$ cat config.mk
export PLATFORM = sky130hd
export DESIGN_NAME = gcm_tag_top
export DESIGN_NICKNAME = d
export VERILOG_FILES = /design/src/logic/gcm_pkg.sv /design/src/logic/ghash_if.sv /design/src/logic/gcm_ctrl.sv /design/src/logic/gf128_mult.sv /design/src/logic/ghash_accum.sv /design/src/logic/gcm_tag_top.sv
export VERILOG_INCLUDE_DIRS = /design/src /design/src/logic
export SDC_FILE = /design/constraint.sdc
export NUM_CORES = 2
export LEC_CHECK = 0
export BUFFER_PORTS_ARGS = -buffer_cell sky130_fd_sc_hd__buf_2
export CAP_MARGIN = 15
export CORE_MARGIN = 2
export CORE_UTILIZATION = 55
export CTS_BUF_LIST = sky130_fd_sc_hd__clkbuf_8 sky130_fd_sc_hd__clkbuf_16
export CTS_CLUSTER_SIZE = 16
export DETAILED_ROUTE_END_ITERATION = 12
export PLACE_DENSITY = 0.73
export SLEW_MARGIN = 15
export SYNTH_ARGS = -nofsm -noshare
export SYNTH_HDL_FRONTEND = slang
export SYNTH_SLANG_ARGS = --single-unit
$ cat constraint.sdc
create_clock -name clk -period 11.75 [get_ports clk]
set_input_delay 2.35 -clock clk [delete_from_list [all_inputs] [get_ports clk]]
set_output_delay 2.35 -clock clk [all_outputs]
set_load 0.02 [all_outputs]
$ cat src/logic/gcm_defs.svh
`ifndef GCM_DEFS_SVH
`define GCM_DEFS_SVH

////////////////////
// block geometry.
////////////////////

// one GCM block, bit 127 is GCM bit 0.
`define GCM_BLOCK_W 128

// multiplier operand bits per cycle, 1/2/4/8/16.
`define GHASH_DIGIT 8

////////////////////
// session counters.
////////////////////

`define GCM_CNT_W 32   // aad and text block counts.

`endif

$ cat src/logic/gcm_pkg.sv
`include "gcm_defs.svh"

package gcm_pkg;

    // one 128 bit block.
    typedef logic [`GCM_BLOCK_W-1:0] block_t;

    // kind of block on the input handshake.
    typedef enum logic [1:0]
    {
        KIND_AAD  = 2'd0,   // additional authenticated data.
        KIND_TEXT = 2'd1,   // ciphertext.
        KIND_LEN  = 2'd2    // len(A) || len(C), closes the session.
    } blk_kind_e;

    // four phase handshake controller.
    typedef enum logic [1:0]
    {
        ST_IDLE   = 2'd0,   // waiting for req.
        ST_LAUNCH = 2'd1,   // start pulse to accumulator.
        ST_WAIT   = 2'd2,   // fold in progress.
        ST_ACK    = 2'd3    // ack high until req drops.
    } ctrl_state_e;

endpackage

$ cat src/logic/ghash_if.sv
// controller to GHASH accumulator.
interface ghash_if;

    logic            start;   // one cycle, launch a fold.
    logic            clear;   // with start, first block of a session.
    logic            last;    // with start, length block.
    gcm_pkg::block_t block;   // block to fold.
    logic            done;    // one cycle, S updated.

    // controller side.
    modport ctrl
    (
        output start,
        output clear,
        output last,
        output block,
        input  done
    );

    // accumulator side.
    modport dp
    (
        input  start,
        input  clear,
        input  last,
        input  block,
        output done
    );

endinterface

$ cat src/logic/gcm_ctrl.sv
`include "gcm_defs.svh"

module gcm_ctrl
(
    input  logic               clk,
    input  logic               i_rst,
    input  logic               i_req,
    input  gcm_pkg::blk_kind_e i_kind,
    input  gcm_pkg::block_t    i_block,
    output logic               o_ack,
    output logic               o_tag_valid,
    output logic               o_len_err,
    ghash_if.ctrl              gh
);

    gcm_pkg::ctrl_state_e  state;
    gcm_pkg::ctrl_state_e  state_n;

    logic                  session_open;
    logic                  is_len;
    logic                  order_err;
    logic [`GCM_CNT_W-1:0] aad_cnt;
    logic [`GCM_CNT_W-1:0] text_cnt;
    logic [`GCM_CNT_W-1:0] aad_base;
    logic [`GCM_CNT_W-1:0] text_base;
    logic                  err_base;
    logic [63:0]           aad_bits;
    logic [63:0]           text_bits;
    logic                  len_bad;

    ////////////////////
    // handshake fsm.
    ////////////////////

    always_comb
    begin
        state_n = state;
        case (state)
            gcm_pkg::ST_IDLE:
            begin
                if (i_req)
                    state_n = gcm_pkg::ST_LAUNCH;
            end
            gcm_pkg::ST_LAUNCH: state_n = gcm_pkg::ST_WAIT;
            gcm_pkg::ST_WAIT:
            begin
                if (gh.done)
                    state_n = gcm_pkg::ST_ACK;
            end
            default:
            begin
                if (!i_req)   // producer released, drop ack.
                    state_n = gcm_pkg::ST_IDLE;
            end
        endcase
    end

    always_ff @(posedge clk)
    begin
        if (i_rst)
            state <= gcm_pkg::ST_IDLE;
        else
            state <= state_n;
    end

    assign o_ack    = (state == gcm_pkg::ST_ACK);
    assign gh.start = (state == gcm_pkg::ST_LAUNCH);
    assign gh.clear = !session_open;   // no open session, start over.
    assign gh.last  = (i_kind == gcm_pkg::KIND_LEN);
    assign gh.block = i_block;          // held by producer until ack.

    ////////////////////
    // session tracking.
    ////////////////////

    // a new session starts from zero counts.
    assign aad_base  = session_open ? aad_cnt : '0;
    assign text_base = session_open ? text_cnt : '0;
    assign err_base  = session_open & order_err;

    always_ff @(posedge clk)
    begin
        if (i_rst)
        begin
            session_open <= 1'b0;
            is_len       <= 1'b0;
            order_err    <= 1'b0;
            aad_cnt      <= '0;
            text_cnt     <= '0;
        end
        else if (gh.start)
        begin
            is_len       <= (i_kind == gcm_pkg::KIND_LEN);
            session_open <= (i_kind != gcm_pkg::KIND_LEN);
            aad_cnt      <= (i_kind == gcm_pkg::KIND_AAD) ? aad_base + 1'b1 : aad_base;
            text_cnt     <= (i_kind == gcm_pkg::KIND_TEXT) ? text_base + 1'b1 : text_base;
            // aad after any ciphertext breaks the order.
            order_err    <= err_base | ((i_kind == gcm_pkg::KIND_AAD) && (text_base != '0));
        end
    end

    // expected bit lengths, count times 128.
    assign aad_bits  = {{(64-`GCM_CNT_W-7){1'b0}}, aad_cnt, 7'd0};
    assign text_bits = {{(64-`GCM_CNT_W-7){1'b0}}, text_cnt, 7'd0};
    assign len_bad   = order_err
                     | (i_block[`GCM_BLOCK_W-1 -: 64] != aad_bits)
                     | (i_block[63:0] != text_bits);

    // flags rise with ack of the length block.
    always_ff @(posedge clk)
    begin
        if (i_rst)
        begin
            o_tag_valid <= 1'b0;
            o_len_err   <= 1'b0;
        end
        else if ((state == gcm_pkg::ST_IDLE) && i_req && !session_open)
        begin
            o_tag_valid <= 1'b0;   // next session accepted.
            o_len_err   <= 1'b0;
        end
        else if ((state == gcm_pkg::ST_WAIT) && gh.done && is_len)
        begin
            o_tag_valid <= 1'b1;
            o_len_err   <= len_bad;
        end
    end

endmodule

$ cat src/logic/gf128_mult.sv
`include "gcm_defs.svh"

module gf128_mult
(
    input  logic            clk,
    input  logic            i_rst,
    input  logic            i_start,
    input  gcm_pkg::block_t i_x,
    input  gcm_pkg::block_t i_y,
    output gcm_pkg::block_t o_z,
    output logic            o_done
);

    localparam int STEPS = `GCM_BLOCK_W / `GHASH_DIGIT;
    localparam int CNT_W = $clog2(STEPS + 1);

    // R = 11100001 || 0^120.
    localparam gcm_pkg::block_t R_POLY = {8'hE1, {(`GCM_BLOCK_W-8){1'b0}}};

    gcm_pkg::block_t x_r;
    gcm_pkg::block_t v_r;
    gcm_pkg::block_t z_r;
    gcm_pkg::block_t x_n;
    gcm_pkg::block_t v_n;
    gcm_pkg::block_t z_n;
    logic [CNT_W-1:0] cnt;
    logic             busy;
    logic             done_r;

    ////////////////////
    // one digit per cycle.
    ////////////////////

    always_comb
    begin
        x_n = x_r;
        v_n = v_r;
        z_n = z_r;
        for (int i = 0; i < `GHASH_DIGIT; i++)
        begin
            if (x_n[`GCM_BLOCK_W-1])   // GCM bit 0 first.
                z_n = z_n ^ v_n;
            // V * x, shift toward higher GCM bits and reduce.
            v_n = {1'b0, v_n[`GCM_BLOCK_W-1:1]} ^ (v_n[0] ? R_POLY : '0);
            x_n = {x_n[`GCM_BLOCK_W-2:0], 1'b0};
        end
    end

    always_ff @(posedge clk)
    begin
        if (i_rst)
        begin
            busy   <= 1'b0;
            done_r <= 1'b0;
            cnt    <= '0;
        end
        else
        begin
            done_r <= 1'b0;
            if (i_start)
            begin
                busy <= 1'b1;
                cnt  <= CNT_W'(STEPS - 1);
            end
            else if (busy)
            begin
                if (cnt == '0)
                begin
                    busy   <= 1'b0;
                    done_r <= 1'b1;   // product in z_r.
                end
                else
                    cnt <= cnt - 1'b1;
            end
        end
    end

    always_ff @(posedge clk)
    begin
        if (i_start)
        begin
            x_r <= i_x;
            v_r <= i_y;
            z_r <= '0;
        end
        else if (busy)
        begin
            x_r <= x_n;
            v_r <= v_n;
            z_r <= z_n;
        end
    end

    assign o_z    = z_r;
    assign o_done = done_r;

endmodule

$ cat src/logic/ghash_accum.sv
module ghash_accum
(
    input  logic            clk,
    input  logic            i_rst,
    ghash_if.dp             gh,
    input  gcm_pkg::block_t i_h,
    input  gcm_pkg::block_t i_ej0,
    output gcm_pkg::block_t o_x,
    output gcm_pkg::block_t o_hmul,
    output logic            o_mult_start,
    input  gcm_pkg::block_t i_product,
    input  logic            i_mult_done,
    output gcm_pkg::block_t o_tag
);

    gcm_pkg::block_t s_r;     // running GHASH state.
    gcm_pkg::block_t h_r;
    gcm_pkg::block_t ej0_r;
    gcm_pkg::block_t x_r;     // S ^ block.
    gcm_pkg::block_t tag_r;
    logic            last_r;
    logic            start_r;
    logic            done_r;

    always_ff @(posedge clk)
    begin
        if (i_rst)
        begin
            start_r <= 1'b0;
            done_r  <= 1'b0;
            last_r  <= 1'b0;
        end
        else
        begin
            start_r <= gh.start;      // launch multiplier next cycle.
            done_r  <= i_mult_done;
            if (gh.start)
                last_r <= gh.last;
        end
    end

    always_ff @(posedge clk)
    begin
        if (gh.start)
        begin
            x_r <= (gh.clear ? '0 : s_r) ^ gh.block;   // zero S on a new session.
            if (gh.clear)
            begin
                h_r   <= i_h;
                ej0_r <= i_ej0;
            end
        end
        if (i_mult_done)
        begin
            s_r <= i_product;
            if (last_r)
                tag_r <= i_product ^ ej0_r;   // tag = S ^ E(K, J0).
        end
    end

    assign o_x          = x_r;
    assign o_hmul       = h_r;
    assign o_mult_start = start_r;
    assign o_tag        = tag_r;
    assign gh.done      = done_r;

endmodule

$ cat src/logic/gcm_tag_top.sv
`include "gcm_defs.svh"

module gcm_tag_top
(
    input  logic                    clk,
    input  logic                    i_rst,
    input  logic                    i_req,
    input  logic [1:0]              i_kind,
    input  logic [`GCM_BLOCK_W-1:0] i_block,
    input  logic [`GCM_BLOCK_W-1:0] i_h,
    input  logic [`GCM_BLOCK_W-1:0] i_ej0,
    output logic                    o_ack,
    output logic [`GCM_BLOCK_W-1:0] o_tag,
    output logic                    o_tag_valid,
    output logic                    o_len_err
);

    gcm_pkg::block_t mult_x;
    gcm_pkg::block_t mult_h;
    gcm_pkg::block_t mult_z;
    logic            mult_start;
    logic            mult_done;

    ghash_if gh ();

    gcm_ctrl u_ctrl
    (
        .clk         (clk),
        .i_rst       (i_rst),
        .i_req       (i_req),
        .i_kind      (gcm_pkg::blk_kind_e'(i_kind)),
        .i_block     (i_block),
        .o_ack       (o_ack),
        .o_tag_valid (o_tag_valid),
        .o_len_err   (o_len_err),
        .gh          (gh.ctrl)
    );

    ghash_accum u_accum
    (
        .clk          (clk),
        .i_rst        (i_rst),
        .gh           (gh.dp),
        .i_h          (i_h),
        .i_ej0        (i_ej0),
        .o_x          (mult_x),
        .o_hmul       (mult_h),
        .o_mult_start (mult_start),
        .i_product    (mult_z),
        .i_mult_done  (mult_done),
        .o_tag        (o_tag)
    );

    gf128_mult u_mult
    (
        .clk     (clk),
        .i_rst   (i_rst),
        .i_start (mult_start),
        .i_x     (mult_x),
        .i_y     (mult_h),
        .o_z     (mult_z),
        .o_done  (mult_done)
    );

endmodule

# After elaboration in Yosys (flattened, before gate mapping)

Cells that the tools add are included.
W data, S select, Z words.

Register bits: 1104
Bits of input ports: 389
Output and inout bits: 131

Add/subtract/negate cells: 3
Equal/unequal tests: 12
Muxes and demuxes: 36
Bitwise logic cells: 25
Reductions and logical operators: 19

Operator list:

| cell                    | count |
|---|---|
| $mux W128               | 21 |
| $xor A128 B128 Y128     | 10 |
| $xor A127 B128 Y128     | 8 |
| $mux W32                | 4 |
| $ne A64 B39 Y1          | 2 |
| $add A32 B1 Y32 const B | 2 |
| $reduce_bool A32 Y1     | 1 |
| $mux W4                 | 3 |
| $reduce_and A2 Y1       | 4 |
| $eq A2 B2 Y1 const B    | 3 |
| $mux W2                 | 3 |
| $ne A2 B2 Y1 const B    | 3 |
| $pmux W2 S3             | 1 |
| $logic_and A1 B1 Y1     | 5 |
| $logic_not A5 Y1        | 1 |
| $sub A5 B1 Y5 const B   | 1 |
| $eq A2 B1 Y1 const B    | 2 |
| $logic_not A2 Y1        | 2 |
| $mux W1                 | 4 |
| $ne A4 B1 Y1 const B    | 1 |
| $reduce_or A2 Y1        | 2 |
| $not A1 Y1              | 3 |
| $or A1 B1 Y1            | 3 |
| $reduce_and A3 Y1       | 1 |
| other kinds (5)         | 5 |

# Longest topological paths before layout

Word-level depth: 18
Mapped depth: 13
Gate-level depth less buffers: 9

# Modules after synthesis

A second synthesis with hierarchy kept.

Cells, all modules: 5091
Area total of the unflattened synthesis: 57057.2 um^2

Modules (own cells, without submodules):

| module      | times used | cells an instance | area an instance (um^2) | seq. area each (um^2) |
|---|---|---|---|---|
| gf128_mult  | 1          | 3337              | 29105.4                 | 10390.0 |
| ghash_accum | 1          | 1047              | 22494.1                 | 19278.5 |
| gcm_ctrl    | 1          | 707               | 5457.7                  | 1421.4 |

# Least setup slack after synthesis

OpenSTA, ideal clock, no wires.

Kind: register -> register
Start: register u_ctrl.state[1]
End: register u_accum.ej0_r[0] (enable)
Setup time: 0.605 ns
Arrival: 9.177 ns
Slack: 1.967 ns
Stages on the path, launching flop included: 7
Path buffers: 2
Path through: dfxtp_1 > inv_1 > ha_1 > buf_4 > nand2_1 > clkbuf_1 > inv_1

Cells in the longest elaborated chain, start to end: 2

RTL lines:

| what                        | RTL line          | text |
|---|---|---|
| from (decl)                 | gcm_ctrl.sv:16    | `gcm_pkg::ctrl_state_e state;` |
| from (signal assigned)      | gcm_ctrl.sv:61    | `state <= gcm_pkg::ST_IDLE;` |
| from (signal assigned)      | gcm_ctrl.sv:63    | `state <= state_n;` |
| $eq A2 B1 Y1                | gcm_ctrl.sv:67    | `assign gh.start = (state == gcm_pkg::ST_LAUNCH);` |
| net gh.start                | ghash_if.sv:4     | `logic start;` |
| $reduce_and A2 Y1 (no line) | n/a               |  |
| to (signal assigned)        | ghash_accum.sv:50 | `ej0_r <= i_ej0;` |
| to (decl)                   | ghash_accum.sv:18 | `gcm_pkg::block_t ej0_r;` |

The timed path passes the listed nets, and every way through them passes these cells.
A chain may end at the register's enable or synchronous reset.

# Worst setup path in the final report

Start: input i_block[120]
End: register u_ctrl.o_len_err

Cells in the longest elaborated chain, start to end: 3

RTL lines:

| what                       | RTL line         | text |
|---|---|---|
| from (decl)                | gcm_tag_top.sv:9 | `` input logic [`GCM_BLOCK_W-1:0] i_block, `` |
| $ne A64 B39 Y1             | gcm_ctrl.sv:106  | `` \| (i_block[`GCM_BLOCK_W-1 -: 64] != aad_bits) `` |
| $or A1 B1 Y1 (2 in series) | gcm_ctrl.sv:105  | `assign len_bad = order_err` |
| to (signal assigned)       | gcm_ctrl.sv:125  | `o_len_err <= len_bad;` |
| to (decl)                  | gcm_ctrl.sv:12   | `output logic o_len_err,` |

Every way passes these cells.

==> out/results.ini <==
[logic_synthesis]
async_flop_share_pct=0
synth_top_area_share_pct=48.4
ys_top_cells_by_count=nand2_1, xnor2_1, edfxtp_1
syn_nets=5363
synthFlopType=edfxtp_1
synth_cell_type_count=66
synth_most_common_cell=nand2_1
synthesis.area_um2=55500
syn_area_per_cell_um2=11.2
synth_area_leader_cell=edfxtp_1
seq_area_frac_synth_pct=55.9
yosysWarnings=0
synth_edf_count=896
synth_area_leaders=edfxtp_1, xnor2_1, nand2_1
synthCells=4966
ys_seq_elements=1104

[placement]
dp_slack_ns=7.11
finalWeightedCongestion=0.961
dp_hpwl_um=108000
port_buffers=519

[timing]
finalSetupViolations=0
hold_viol=0
period_share_pct=33.3
slew_viol_final=0
worstMarginPinSlew_ns=1.19
maxSlewHeadroom_pct=20.4
fin_skew_ns=0.0660
fin_ws_ns=7.83
max_freq_mhz=255
tns_ns=0
rsz0062_at_grt=no
post-route-min-period_ns=3.92

[layout]
drive_above_1_share_pct=18.6
nets=5691
syn_to_final_growth_pct=12.7
nFillCells=7772

[power_and_ir_drop]
powerDensity_nw_per_um2=259
power.leakage_nw=22.8
ir_drop_uv=138

[grt]
grt_antenna_before_repair=25
grt_usage_pct=29.5
grt_first_pass_wirelength_um=226000
grt_pass1_vias=34400
grt_max_degree=177
gr-total-overflow=0

[floorplan]
coreArea_um2=100000
dieArea_um2=104000
start_util_pct=55.5
die_h_um=322
pin_count=520
die_w_um=322
row_count=116

[clocking]
root_buffer=clkbuf_16
cts-htree-levels=3
cts_tree=yes
clk_pin_slew_ns=0.07
ctsHoldBuffers=0
cts_resized=0
clkLatencyLatePin_ns=0.73
clock_sinks=1104
cts_buffer_depth=3
cts_buffers=113
cts_setup_buffers=0

[setup_path]
critical_path_required_ns=12.34
cp-start-kind=primary input
crit_type=in -> reg
arrival_ns=4.51
cp_max_fo=2
cp-end-kind=flop

[detailed_routing]
first_pass_iters=5
wirelength_um=154000
avgViaCountPerCell=5.45
drt_drc_violations_left=0
wire_per_inst_um=23.0
vias=36600
drt_iter0_markers=4118
ant_nets=0

[hold_path]
min_path_type=reg -> reg

[outcome]
status=finished, final reports clean

[run]
cap_violations=0

==> where the power goes <==
part | switching [mW] | total [mW] | internal, mW | leakage [nW]
logic | 3.38 | 6.09 | 2.71 | 10.8
clock network | 1.56 | 3.68 | 2.12 | 2.00
registers | 0.955 | 6.46 | 5.51 | 9.97
total | 5.90 | 16.2 | 10.3 | 22.8
==> sequential cells by signal (all words and copies together) (netlist names) <==
register              count
u_ctrl.text_cnt          32
u_ctrl.aad_cnt           32
u_mult.cnt                5
u_accum.o_hmul          128
u_accum.o_tag           128
u_mult.o_done             1
u_ctrl.session_open       1
u_accum.o_mult_start      1
u_accum.gh.done           1
u_ctrl.o_tag_valid        1
u_mult.o_z              128
u_mult.x_r              128
u_ctrl.state              2
u_accum.ej0_r           128
u_mult.v_r              128
u_accum.s_r             128
u_ctrl.o_len_err          1
u_ctrl.order_err          1
u_mult.busy               1
u_ctrl.is_len             1
u_accum.o_x             128
==> stage by stage <==
stage | utilization (%) | power [mW] | instances | instance area [um^2] | hold slack (ns)
after floorplan | - | 11.0 | 4966 | 55500 | 0.430
after global placement | 58.6 | 12.4 | 6477 | 58700 | 0.446
after detailed placement | 58.6 | 12.6 | 6477 | 58700 | 0.442
after CTS | 62.5 | 16.2 | 6692 | 62600 | 0.466
after global routing | 62.5 | 17.1 | 6701 | 62600 | 0.469
final | 62.5 | 16.2 | 6704 | 62600 | 0.459
==> kinds of logic (layout without fill, tap and decap cells) <==
kind of cell | count (synthesis) | count (layout) | share of synthesized area [%]
other cells | 0 | 12 | 0
compound gates | 107 | 107 | 1.27
fa+ha+maj | 8 | 8 | 0.180
mux | 250 | 250 | 5.05
flops | 1104 | 1104 | 55.9
xor+xnor | 1396 | 1396 | 22.3
simple gates | 1723 | 1723 | 12.4
buf+inv | 378 | 806 | 2.83
==> worst max-delay path: stages <==
cell and delay (ns):
buf_2 0.11, nor4_1 0.80, buf_4 0.25, nand4_1 0.14
nor4_1 0.39, nand4_1 0.13, nor4_1 0.21, a21oi_1 0.12
==> placed cells by master, fill, tap and decap left out, types with 5 or more instances in the layout <==
cell type / netlist / layout
ha_1: 8 / 7
and3_1: 14 / 14
diode_2: 0 / 12
xor2_1: 414 / 414
buf_12: 0 / 5
buf_4: 1 / 30
a21oi_1: 22 / 22
nand4_1: 24 / 24
clkbuf_8: 0 / 21
a211oi_1: 11 / 11
o21ai_0: 19 / 19
clkinv_1: 0 / 8
and4_1: 10 / 10
o22ai_1: 12 / 12
clkinvlp_4: 0 / 5
bufinv_16: 0 / 9
a22oi_1: 13 / 13
xnor3_1: 6 / 6
clkinv_2: 0 / 17
edfxtp_1: 896 / 896
xor2_2: 5 / 5
nor3_1: 8 / 8
clkbuf_16: 0 / 115
clkinv_4: 0 / 5
and2_1: 13 / 12
nand3_1: 31 / 31
mux2i_1: 9 / 9
nand2_1: 1346 / 1346
dfxtp_1: 208 / 204
nor2_1: 213 / 213
inv_1: 37 / 63
xnor2_1: 968 / 968
buf_2: 97 / 519
or2_2: 6 / 5
nor4_1: 35 / 35
mux2_2: 241 / 241
==> area by class of cell <==
cell class | count | area [um^2] | share of cell area [%]
sequential | 1104 | 31100 | 49.6
timing repair buffer | 554 | 2920 | 4.67
clock buffer | 136 | 3170 | 5.06
inverter | 37 | 146 | 0.234
multi-input combinational | 3484 | 22900 | 36.6
antenna | 12 | 30.0 | 0.0480
clock inverter | 79 | 721 | 1.15
tap | 1298 | 1620 | 2.59
==> final timing paths <==
kind	startpoint	to	slack, ns	depth (start not counted)
worst max-delay path	i_block[120]	u_ctrl.o_len_err$_SDFFE_PP0P_	7.83	8
worst min-delay path	u_mult.o_z[107]$_SDFFE_PP0P_	u_accum.s_r[107]$_DFFE_PP_	0.46	0
worst max register to register	u_accum.o_mult_start$_SDFF_PP0_	u_mult.x_r[127]$_DFFE_PP_	7.98	4
worst min register to register	u_mult.o_z[107]$_SDFFE_PP0P_	u_accum.s_r[107]$_DFFE_PP_	0.46	0
==> per-layer routing <==
layer / up-vias / global-route usage (%) / wire, um / share of wire (%)
li1: 16900 / - / - / -
met1: 17800 / 43.1 / 66300 / 43
met2: 1645 / 43.9 / 68700 / 44
met3: 228 / 6.19 / 14500 / 9.4
met4: 20 / 9.77 / 4830 / 3.1
met5: - / 0 / 125 / 0.081
(Power assumes the default switching activity.)
